File: src/hdl/secv_pkg.sv
// Shared opcodes, instruction layout and function-unit packets, imported by every execute-stage module
package secv_pkg;

    // Data path width
    localparam int XLEN = 32;

    // Major opcode field
    typedef logic [6:0] opcode_t;

    localparam opcode_t OPCODE_BRANCH = 7'b1100011;
    localparam opcode_t OPCODE_JAL    = 7'b1101111;
    localparam opcode_t OPCODE_JALR   = 7'b1100111;
    localparam opcode_t OPCODE_OP     = 7'b0110011;
    localparam opcode_t OPCODE_OP_IMM = 7'b0010011;
    localparam opcode_t OPCODE_LUI    = 7'b0110111;
    localparam opcode_t OPCODE_AUIPC  = 7'b0010111;

    // Minor opcode field
    typedef logic [2:0] funct3_t;

    // Conditional branch compare codes
    localparam funct3_t FUNCT3_BRANCH_BEQ  = 3'b000;
    localparam funct3_t FUNCT3_BRANCH_BNE  = 3'b001;
    localparam funct3_t FUNCT3_BRANCH_BLT  = 3'b100;
    localparam funct3_t FUNCT3_BRANCH_BGE  = 3'b101;
    localparam funct3_t FUNCT3_BRANCH_BLTU = 3'b110;
    localparam funct3_t FUNCT3_BRANCH_BGEU = 3'b111;

    // Integer operation codes, shared by OP and OP-IMM
    localparam funct3_t FUNCT3_ALU_ADD  = 3'b000;
    localparam funct3_t FUNCT3_ALU_SLL  = 3'b001;
    localparam funct3_t FUNCT3_ALU_SLT  = 3'b010;
    localparam funct3_t FUNCT3_ALU_SLTU = 3'b011;
    localparam funct3_t FUNCT3_ALU_XOR  = 3'b100;
    localparam funct3_t FUNCT3_ALU_SR   = 3'b101;
    localparam funct3_t FUNCT3_ALU_OR   = 3'b110;
    localparam funct3_t FUNCT3_ALU_AND  = 3'b111;

    // Upper instruction field
    typedef logic [6:0] funct7_t;

    localparam funct7_t FUNCT7_BASE = 7'b0000000;
    // SUB, SRA and SRAI
    localparam funct7_t FUNCT7_ALT  = 7'b0100000;

    // R-type field layout, MSB first
    typedef struct packed {
        funct7_t    funct7;
        logic [4:0] rs2;
        logic [4:0] rs1;
        funct3_t    funct3;
        logic [4:0] rd;
        opcode_t    opcode;
    } r_type_t;

    // Instruction word, field view or raw view
    typedef union packed {
        r_type_t     r_type;
        logic [31:0] raw;
    } inst_t;

    // Operand packet into a function unit, 160 bits
    typedef struct packed {
        inst_t           inst;
        logic [XLEN-1:0] pc;
        logic [XLEN-1:0] rs1_dat;
        logic [XLEN-1:0] rs2_dat;
        // Already sign extended by decode
        logic [XLEN-1:0] imm;
    } funit_in_t;

    // Result packet out of a function unit, 67 bits
    typedef struct packed {
        logic            err;
        // Next pc and its write enable
        logic [XLEN-1:0] pc;
        logic            pc_wb;
        // Destination data and its write enable
        logic [XLEN-1:0] rd_dat;
        logic            rd_dat_wb;
    } funit_out_t;

    // Idle result, all fields zero so units can be OR-merged
    function automatic funit_out_t funit_out_default();
        funit_out_t res;
        res = '0;
        return res;
    endfunction

endpackage

File: src/hdl/alu.sv
// Integer ALU function unit for OP, OP-IMM, LUI and AUIPC, combinational inside exec_unit
module alu
    import secv_pkg::*;
(
    input  funit_in_t  fu_i,
    output funit_out_t fu_o,
    output logic       hit_o
);

    opcode_t opcode;
    funct3_t funct3;
    funct7_t funct7;

    assign opcode = fu_i.inst.r_type.opcode;
    assign funct3 = fu_i.inst.r_type.funct3;
    assign funct7 = fu_i.inst.r_type.funct7;

    assign hit_o = (opcode == OPCODE_OP)     ||
                   (opcode == OPCODE_OP_IMM) ||
                   (opcode == OPCODE_LUI)    ||
                   (opcode == OPCODE_AUIPC);

    logic            is_op;
    logic            alt;
    logic [XLEN-1:0] op_a;
    logic [XLEN-1:0] op_b;
    logic [4:0]      shamt;

    assign is_op = opcode == OPCODE_OP;
    assign alt   = funct7 == FUNCT7_ALT;
    assign op_a  = fu_i.rs1_dat;
    // Register operand for OP, immediate for OP-IMM
    assign op_b  = is_op ? fu_i.rs2_dat : fu_i.imm;
    assign shamt = op_b[4:0];

    logic [XLEN-1:0] result;

    always_comb begin
        case (funct3)
            FUNCT3_ALU_ADD: begin
                // SUB exists only in register form
                if (is_op && alt)
                    result = op_a - op_b;
                else
                    result = op_a + op_b;
            end
            FUNCT3_ALU_SLL:  result = op_a << shamt;
            FUNCT3_ALU_SLT:  result = {{(XLEN-1){1'b0}}, $signed(op_a) < $signed(op_b)};
            FUNCT3_ALU_SLTU: result = {{(XLEN-1){1'b0}}, op_a < op_b};
            FUNCT3_ALU_XOR:  result = op_a ^ op_b;
            FUNCT3_ALU_SR: begin
                // Arithmetic vs logical right shift
                if (alt)
                    result = $signed(op_a) >>> shamt;
                else
                    result = op_a >> shamt;
            end
            FUNCT3_ALU_OR:   result = op_a | op_b;
            default:         result = op_a & op_b;
        endcase
    end

    // funct7 check, U-type opcodes carry immediate bits there
    logic legal;

    always_comb begin
        legal = 1'b1;
        if (is_op || opcode == OPCODE_OP_IMM) begin
            if (alt)
                legal = (funct3 == FUNCT3_ALU_SR) || (is_op && funct3 == FUNCT3_ALU_ADD);
            else if (funct7 != FUNCT7_BASE)
                legal = 1'b0;
        end
    end

    always_comb begin
        fu_o = funit_out_default();
        if (hit_o) begin
            fu_o.err       = ~legal;
            fu_o.rd_dat_wb = legal;
            if (opcode == OPCODE_LUI)
                fu_o.rd_dat = fu_i.imm;
            else if (opcode == OPCODE_AUIPC)
                fu_o.rd_dat = fu_i.pc + fu_i.imm;
            else
                fu_o.rd_dat = result;
        end
    end

endmodule

File: src/hdl/branch.sv
// Branch and jump function unit, resolves BRANCH, JAL and JALR combinationally inside exec_unit
module branch
    import secv_pkg::*;
(
    input  funit_in_t  fu_i,
    output funit_out_t fu_o,
    output logic       hit_o
);

    // Decoded fields
    opcode_t opcode;
    funct3_t funct3;

    assign opcode = fu_i.inst.r_type.opcode;
    assign funct3 = fu_i.inst.r_type.funct3;

    // Unit owns all control-transfer opcodes
    assign hit_o = (opcode == OPCODE_BRANCH) ||
                   (opcode == OPCODE_JAL)    ||
                   (opcode == OPCODE_JALR);

    logic [XLEN-1:0] target;
    logic [XLEN-1:0] ret_addr;
    logic [XLEN-1:0] base;

    // JALR is register relative, everything else pc relative
    assign base     = (opcode == OPCODE_JALR) ? fu_i.rs1_dat : fu_i.pc;
    assign target   = base + fu_i.imm;
    // Link address for JAL/JALR
    assign ret_addr = fu_i.pc + 32'd4;

    logic take;
    logic link;
    logic err;

    always_comb begin
        take = 1'b0;
        link = 1'b0;
        err  = 1'b0;

        case (opcode)
            OPCODE_BRANCH: begin
                // Six compare conditions, funct3 2 and 3 unused
                case (funct3)
                    FUNCT3_BRANCH_BEQ:  take = fu_i.rs1_dat == fu_i.rs2_dat;
                    FUNCT3_BRANCH_BNE:  take = fu_i.rs1_dat != fu_i.rs2_dat;
                    FUNCT3_BRANCH_BLT:  take = $signed(fu_i.rs1_dat) < $signed(fu_i.rs2_dat);
                    FUNCT3_BRANCH_BGE:  take = $signed(fu_i.rs1_dat) >= $signed(fu_i.rs2_dat);
                    FUNCT3_BRANCH_BLTU: take = fu_i.rs1_dat < fu_i.rs2_dat;
                    FUNCT3_BRANCH_BGEU: take = fu_i.rs1_dat >= fu_i.rs2_dat;
                    default:            err  = 1'b1;
                endcase
            end
            OPCODE_JAL: begin
                take = 1'b1;
                link = 1'b1;
            end
            OPCODE_JALR: begin
                // Only funct3 zero is defined
                if (funct3 == 3'b000) begin
                    take = 1'b1;
                    link = 1'b1;
                end else begin
                    err = 1'b1;
                end
            end
            default: begin
                take = 1'b0;
            end
        endcase
    end

    // Result stays zero when another unit owns the opcode
    always_comb begin
        fu_o = funit_out_default();
        if (hit_o) begin
            fu_o.err       = err;
            fu_o.pc        = target;
            fu_o.pc_wb     = take;
            fu_o.rd_dat    = ret_addr;
            fu_o.rd_dat_wb = link;
        end
    end

endmodule

File: src/hdl/exec_unit.sv
// Combinational execute unit, merges the branch and ALU results and flags unclaimed opcodes
module exec_unit
    import secv_pkg::*;
(
    // Upstream handshake
    input  logic       in_valid_i,
    output logic       in_ready_o,
    input  funit_in_t  fu_i,
    // Downstream handshake
    output logic       out_valid_o,
    input  logic       out_ready_i,
    output funit_out_t fu_o
);

    funit_out_t branch_res;
    funit_out_t alu_res;
    logic       branch_hit;
    logic       alu_hit;

    branch u_branch (
        .fu_i  (fu_i),
        .fu_o  (branch_res),
        .hit_o (branch_hit)
    );

    alu u_alu (
        .fu_i  (fu_i),
        .fu_o  (alu_res),
        .hit_o (alu_hit)
    );

    // Idle unit returns zeros, so OR is a mux
    always_comb begin
        fu_o = funit_out_t'(branch_res | alu_res);
        // Unknown opcode, both flags stay low
        if (!branch_hit && !alu_hit)
            fu_o.err = 1'b1;
    end

    // No state here, handshake passes straight through
    assign out_valid_o = in_valid_i;
    assign in_ready_o  = out_ready_i;

endmodule

File: src/hdl/pipe_stage.sv
// One-entry valid/ready register slice, instantiated at the input and output of the execute stage
module pipe_stage #(
    parameter type payload_t = logic
) (
    input  logic     clk_i,
    input  logic     rst_n_i,
    // Upstream side
    input  logic     in_valid_i,
    output logic     in_ready_o,
    input  payload_t in_data_i,
    // Downstream side
    output logic     out_valid_o,
    input  logic     out_ready_i,
    output payload_t out_data_o
);

    logic     valid_q;
    payload_t data_q;

    // Free when empty or draining this cycle
    assign in_ready_o = !valid_q || out_ready_i;

    always_ff @(posedge clk_i or negedge rst_n_i) begin
        if (!rst_n_i) begin
            valid_q <= 1'b0;
        end else if (in_ready_o) begin
            // Refill or go empty
            valid_q <= in_valid_i;
        end
    end

    // Payload only loads on a transfer in
    always_ff @(posedge clk_i) begin
        if (in_valid_i && in_ready_o)
            data_q <= in_data_i;
    end

    assign out_valid_o = valid_q;
    assign out_data_o  = data_q;

endmodule

File: src/hdl/secv_exec_top.sv
// Execute stage top level, plain-port wrapper around input slice, execute unit and output slice
module secv_exec_top
    import secv_pkg::*;
(
    input  logic            clk_i,
    input  logic            rst_n_i,
    // Request side
    input  logic            in_valid_i,
    output logic            in_ready_o,
    input  logic [31:0]     inst_i,
    input  logic [XLEN-1:0] pc_i,
    input  logic [XLEN-1:0] rs1_dat_i,
    input  logic [XLEN-1:0] rs2_dat_i,
    input  logic [XLEN-1:0] imm_i,
    // Result side
    output logic            out_valid_o,
    input  logic            out_ready_i,
    output logic            out_err_o,
    output logic [XLEN-1:0] out_pc_o,
    output logic            out_pc_wb_o,
    output logic [XLEN-1:0] out_rd_dat_o,
    output logic            out_rd_dat_wb_o
);

    funit_in_t  req;
    funit_in_t  req_q;
    funit_out_t res;
    funit_out_t res_q;
    logic       req_valid;
    logic       req_ready;
    logic       res_valid;
    logic       res_ready;

    // Pack request ports
    assign req.inst.raw = inst_i;
    assign req.pc       = pc_i;
    assign req.rs1_dat  = rs1_dat_i;
    assign req.rs2_dat  = rs2_dat_i;
    assign req.imm      = imm_i;

    pipe_stage #(.payload_t(funit_in_t)) u_in_stage (
        .clk_i       (clk_i),
        .rst_n_i     (rst_n_i),
        .in_valid_i  (in_valid_i),
        .in_ready_o  (in_ready_o),
        .in_data_i   (req),
        .out_valid_o (req_valid),
        .out_ready_i (req_ready),
        .out_data_o  (req_q)
    );

    exec_unit u_exec (
        .in_valid_i  (req_valid),
        .in_ready_o  (req_ready),
        .fu_i        (req_q),
        .out_valid_o (res_valid),
        .out_ready_i (res_ready),
        .fu_o        (res)
    );

    pipe_stage #(.payload_t(funit_out_t)) u_out_stage (
        .clk_i       (clk_i),
        .rst_n_i     (rst_n_i),
        .in_valid_i  (res_valid),
        .in_ready_o  (res_ready),
        .in_data_i   (res),
        .out_valid_o (out_valid_o),
        .out_ready_i (out_ready_i),
        .out_data_o  (res_q)
    );

    // Unpack result fields
    assign out_err_o       = res_q.err;
    assign out_pc_o        = res_q.pc;
    assign out_pc_wb_o     = res_q.pc_wb;
    assign out_rd_dat_o    = res_q.rd_dat;
    assign out_rd_dat_wb_o = res_q.rd_dat_wb;

endmodule

File: config.mk
export PLATFORM = sky130hd
export DESIGN_NAME = secv_exec_top
export DESIGN_NICKNAME = d
export VERILOG_FILES = /design/src/hdl/secv_pkg.sv /design/src/hdl/alu.sv /design/src/hdl/branch.sv /design/src/hdl/exec_unit.sv /design/src/hdl/pipe_stage.sv /design/src/hdl/secv_exec_top.sv
export SDC_FILE = /design/constraint.sdc
export NUM_CORES = 1
export LEC_CHECK = 0
export BUFFER_PORTS_ARGS = -buffer_cell sky130_fd_sc_hd__buf_4
export CAP_MARGIN = 0
export CORE_UTILIZATION = 25
export CTS_CLUSTER_SIZE = 16
export DETAILED_ROUTE_END_ITERATION = 12
export GPL_ROUTABILITY_DRIVEN = 0
export HOLD_SLACK_MARGIN = 0.1
export PLACE_DENSITY = 0.42
export SLEW_MARGIN = 20
export SYNTH_ARGS = -nofsm -noshare
export SYNTH_HDL_FRONTEND = slang
export SYNTH_SLANG_ARGS = --single-unit
File: constraint.sdc
create_clock -name clk_i -period 6.2 [get_ports clk_i]
set_input_delay 0.31 -clock clk_i [delete_from_list [all_inputs] [get_ports clk_i]]
set_output_delay 0.31 -clock clk_i [all_outputs]
set_load 0.01 [all_outputs]
After elaboration in Yosys (flattened, before gate mapping):

Index checks and enable logic that the tools add are counted.
W data, S select, Z words.

* add/subtract/negate cells: 5
* multipliers: 0
* div/mod/pow operators: 0
* magnitude comparators: 6
* equality and inequality tests: 17
* shift operators: 3
* muxes and demuxes: 20
* bitwise gates (word level): 5
* reductions and logical operators: 20

Operators with widths (count)
* $pmux W32 S7: 1
* $mux W32: 6
* $lt A32 B32 Y1: 4
* $add A32 B32 Y32: 3
* $mux W67: 1
* $or A67 B67 Y67: 1
* $ge A32 B32 Y1: 2
* $mux W33: 1
* $add A32 B3 Y32 const B: 1
* $and A32 B32 Y32: 1
* $eq A32 B32 Y1: 1
* $ne A32 B32 Y1: 1
* $or A32 B32 Y32: 1
* $shl A32 B5 Y32: 1
* $shr A32 B5 Y32: 1
* $sshr A32 B5 Y32: 1
* $sub A32 B32 Y32: 1
* $xor A32 B32 Y32: 1
* $eq A7 B6 Y1 const B: 3
* $eq A7 B7 Y1 const B: 3
* $eq A7 B5 Y1 const B: 2
* $eq A3 B3 Y1 const B: 4
* $logic_or A1 B1 Y1: 8
* $mux W1: 7
* other kinds (11): 20

* flip-flop bits (word level): 229
* bits in latches: 0
* memory bits (writable): 0
* bits in read-only memories: 0
* input port bits: 164
* output and inout port bits: 69
* memories: 0

Depth between registers and ports, before layout:

* word-level depth: 9
* mapped depth: 21
* depth with buffers taken out: 17

By module:

Synthesis repeated with hierarchy kept, for this count alone.

* cell total of the unflattened synthesis: 2873
* area total of the unflattened synthesis: 23572.6 µm²

Modules (own cells, without submodules)
* alu: instances 1, cells each 2007, area an instance 12393.1 µm², seq. area each 0.0 µm²
* pipe_stage (u_in_stage): instances 1, cells each 164, area an instance 4858.4 µm², seq. area each 4829.6 µm²
* branch: instances 1, cells each 561, area an instance 3818.7 µm², seq. area each 0.0 µm²
* pipe_stage (u_out_stage): instances 1, cells each 71, area an instance 2065.7 µm², seq. area each 2037.0 µm²
* exec_unit: instances 1, cells each 70, area an instance 436.7 µm², seq. area each 0.0 µm²

Worst setup path before layout:

OpenSTA, ideal clock, no wires.

* kind: reg-to-reg
* from: register u_in_stage.data_q (netlist bit u_in_stage.out_data_o[133])
* to: register u_out_stage.data_q (netlist bit u_out_stage.out_data_o[63]) (data pin)
* library setup time: 266 ps
* arrival: 4705 ps
* required time: 5934 ps
* setup slack: 1229 ps
* cell stages (with the launch flop): 20
* cell sequence: edfxtp_1 > buf_2 > and3_1 > buf_2 > nand3b_1 > nor3_1 > clkbuf_1 > mux2_2 > ha_1 > a21o_1 > a21o_1 > a2111oi_0 > o31ai_1 > o221ai_1 > nand2_1 > o211ai_1 > o311ai_0 > a21oi_1 > xor2_1 > nor2_1

* word-level cells in the longest chain between the ends: 5

Ends and longest elaborated chain
* from (decl): RTL line pipe_stage.sv:18 `payload_t data_q;`
* from (signal assigned): RTL line pipe_stage.sv:35 `data_q <= in_data_i;`
* $eq A7 B7 Y1 (on tied branches)
* $mux W32 or $logic_or A1 B1 Y1 (tied branches): RTL line branch.sv:27, branch.sv:18
* $add A32 B32 Y32 or $logic_or A1 B1 Y1 (tied branches): RTL line branch.sv:28, branch.sv:19
* $mux W67 (*): RTL line branch.sv:76 `if (hit_o) begin`
* $or A67 B67 Y67 (*): RTL line exec_unit.sv:34 `fu_o = funit_out_t'(branch_res | alu_res);`
* to (signal assigned): RTL line pipe_stage.sv:35
* to (decl): RTL line pipe_stage.sv:18

Mark *: on every way between the ends. The rest lies on a longest branch, timed or not.
A chain may end at the register's enable or synchronous reset.

Final worst setup path:

* from: register u_in_stage.data_q (netlist bit u_in_stage.out_data_o[128])
* to: register u_out_stage.data_q (netlist bit u_out_stage.out_data_o[65]) (data pin)

The elaborated chain is that of the path after synthesis.

==> results.cfg <==
[critical_path]
cpLargestDelayFamily = compound AO/OA/AOI/OAI gates
crit_path_end_kind = flip-flop
crit_chain = and3_1 > nand3b_1 > nor3_2 > mux2_2 > ha_1 > a21o_1 > a21o_1 > a2111oi_0 > o31ai_1 > buf_4 > o221ai_1 > nand2_1 > o211ai_1 > o311ai_0 > a21oi_1 > xnor2_1 > nor2_1
crit_arrival_ns = 5.92
cp_slowest_cell = a2111oi_0
worstSetupStartpointType = flip-flop
cp_max_fo = 9
worst_path_most_repeated_cell = a21o_1
critPathMaxStageDelay_ns = 0.77
required_ns = 6.54
crit_buf_inv = 1
crit_type = reg2reg

[detailed_routing]
antenna_left = 0
vias = 23000
first_pass_iters = 7
drc = 0
wl_per_cell_um = 25.3
wl_mm = 104
drtIter0Drc = 2353
drt-vias-per-instance = 5.56

[layout]
drive_gt1_frac = 0.144
layout_commonest_cell = a21oi_1
area_growth_pct = 25.3
final_cell_mix = 300 x a21oi_1, 298 x buf_4, 263 x nor2_1
nets = 3316

[clock_network]
cts_tree = done
clock_path_buffers = 3
htreeDepth = 1
root_buffer = clkbuf_16
ctsResizeCount = 0
numCtsBuffers = 27
path_clk_slew_ns = 0.06
clk_latency_ns = 0.60
clkSinkCount = 214

[yosys]
ys_ff_latch = 214
ys_types = 97
syn-cell-area_um2 = 21700
synth_edf_count = 212
syn_inst = 2631
avgSynthCellArea_um2 = 8.26
yosys_warnings = 0
ys.flop_type = edfxtp_1
ys_seq_area_frac = 0.295
syn_nets = 2983
synth-async-reset-ratio = 0.00935

[place]
port_buffers = 217
dp.final_hpwl_mm = 82.4

[sta]
hold_violations = 0
fin_crit_sh = 0.900
fin_crit_ns = 5.58
tightest_slew_ns = 1.31
rsz0062_at_grt = no
hold_slack_ns = 0.423
max_freq_ghz = 0.179
slew_viol_final = 0
relSlewSlack = 0.123
setup_viol = 0
fin_worst_skew_ns = 0.0391
tns_ns = 0

[floorplan]
core_area_um2 = 85500
die_area_um2 = 88100
die_y_um = 297
die_width_um = 297
num_rows = 107
pin_count = 233
initial_core_util = 0.254

[grt]
grt_start_max_net_pins = 72
grt_first_pass_wirelength_mm = 151
grt_antenna_before_repair = 2
grt_pass1_vias = 22300
grt-ovfl-total = 0
grt_usage = 0.228

[power]
p_leak_uw = 0.0111
powerDensity_nw_per_um2 = 196
irDropWorstVdd_mv = 0.190
finalPower_uw = 5340

[hold_path]
hp-class = in2reg

[run]
cap_violations = 0

[outcome]
status = completed
[cell families after synthesis]
kind of cell	after synthesis	synth area share
xor gates and xnor gates	110	0.0444
muxes	105	0.0510
buffers and inverters	290	0.0537
DFF	214	0.295
adders and majority gates	188	0.109
AOI/OAI and AO/OA	952	0.283
and+or+nand+nor	772	0.163
[cells in the mapped netlist, drive strengths merged, types with 19 or more instances]
| master | n | area share |
|---|---|---|
| a211oi | 51 | 0.018 |
| ha | 185 | 0.11 |
| a21oi | 302 | 0.070 |
| edfxtp | 212 | 0.29 |
| nand2 | 215 | 0.037 |
| mux2i | 59 | 0.027 |
| inv | 145 | 0.025 |
| and3 | 23 | 0.0066 |
| xor2 | 39 | 0.016 |
| o21ai | 198 | 0.047 |
| o21a | 20 | 0.0069 |
| o211ai | 46 | 0.016 |
| a21o | 86 | 0.030 |
| nand3 | 88 | 0.020 |
| nor2 | 267 | 0.046 |
| a22oi | 20 | 0.0075 |
| nand4 | 24 | 0.0069 |
| o31ai | 19 | 0.0066 |
| buf | 39 | 0.010 |
| xnor2 | 71 | 0.029 |
| clkbuf | 105 | 0.018 |
| nor3 | 51 | 0.013 |
| mux2 | 46 | 0.024 |
| or3 | 20 | 0.0058 |
| a31oi | 43 | 0.013 |
[power breakdown]
| part | internal, uW | leakage [uW] | switching, uW |
|---|---|---|---|
| Clock | 962 | 0.000421 | 659 |
| Sequential | 1710 | 0.00209 | 116 |
| Combinational | 730 | 0.00861 | 1170 |
| Total | 3400 | 0.0111 | 1940 |
[final cells by class]
type / count / area, um^2
clock buffers: 32 / 694
fillers: 9036 / 58300
diodes: 1 / 2.50
flip-flops and latches: 214 / 6420
repair buffers: 448 / 3740
multi-input cells: 2127 / 14200
well taps: 1144 / 1430
inverters: 146 / 551
clock inverters: 15 / 190
[state kept, by name (all words and copies together), names as in the netlist]
name / cells
u_in_stage.out_data_o: 145
u_out_stage.out_valid_o: 1
u_out_stage.out_data_o: 67
u_in_stage.out_valid_o: 1
[per-layer routing]
metal / vias up / wire, um / global-route usage
li1: 10500 / - / -
met1: 11100 / 44200 / 0.299
met2: 1143 / 47600 / 0.371
met3: 214 / 8220 / 0.0405
met4: 0 / 4270 / 0.0827
met5: - / 0 / 0
[path summary, 6_finish.rpt]
check / startpoint / endpoint / slack, ns / cells after the start
setup / recovery: u_in_stage.out_data_o[128] / u_out_stage.out_data_o[65] / 0.62 / 17
hold / removal: imm_i[27] / u_in_stage.out_data_o[27] / 0.42 / 2
setup reg to reg: u_in_stage.out_data_o[128] / u_out_stage.out_data_o[65] / 0.62 / 17
hold reg to reg: u_in_stage.out_valid_o / u_out_stage.out_valid_o / 0.50 / 1
max in group asynchronous: rst_n_i / u_out_stage.out_valid_o / 5.45 / 3
min in group asynchronous: rst_n_i / u_in_stage.out_valid_o / 0.61 / 3
[repair_timing]
action / 4_1_cts / 5_1_grt
setup buffers: 0 / 0
hold buffers: 150 / 0
setup endpoints to repair: 0 / 0
endpoints found under the hold margin: 149 / 0
[per-stage QoR]
step / area (um^2) / util / setup slack, ns / std cells
4_1_cts: 27200 / 0.318 / 0.651 / 4126
3_3_place_gp: 24800 / 0.290 / 0.676 / 3929
6_report: 27200 / 0.318 / 0.620 / 4127
3_5_place_dp: 24800 / 0.290 / 0.655 / 3929
5_1_grt: 27200 / 0.318 / 0.146 / 4126
2_1_floorplan: 21700 / - / 1.23 / 2631
No activity file was read; power rests on OpenSTA's default activity.
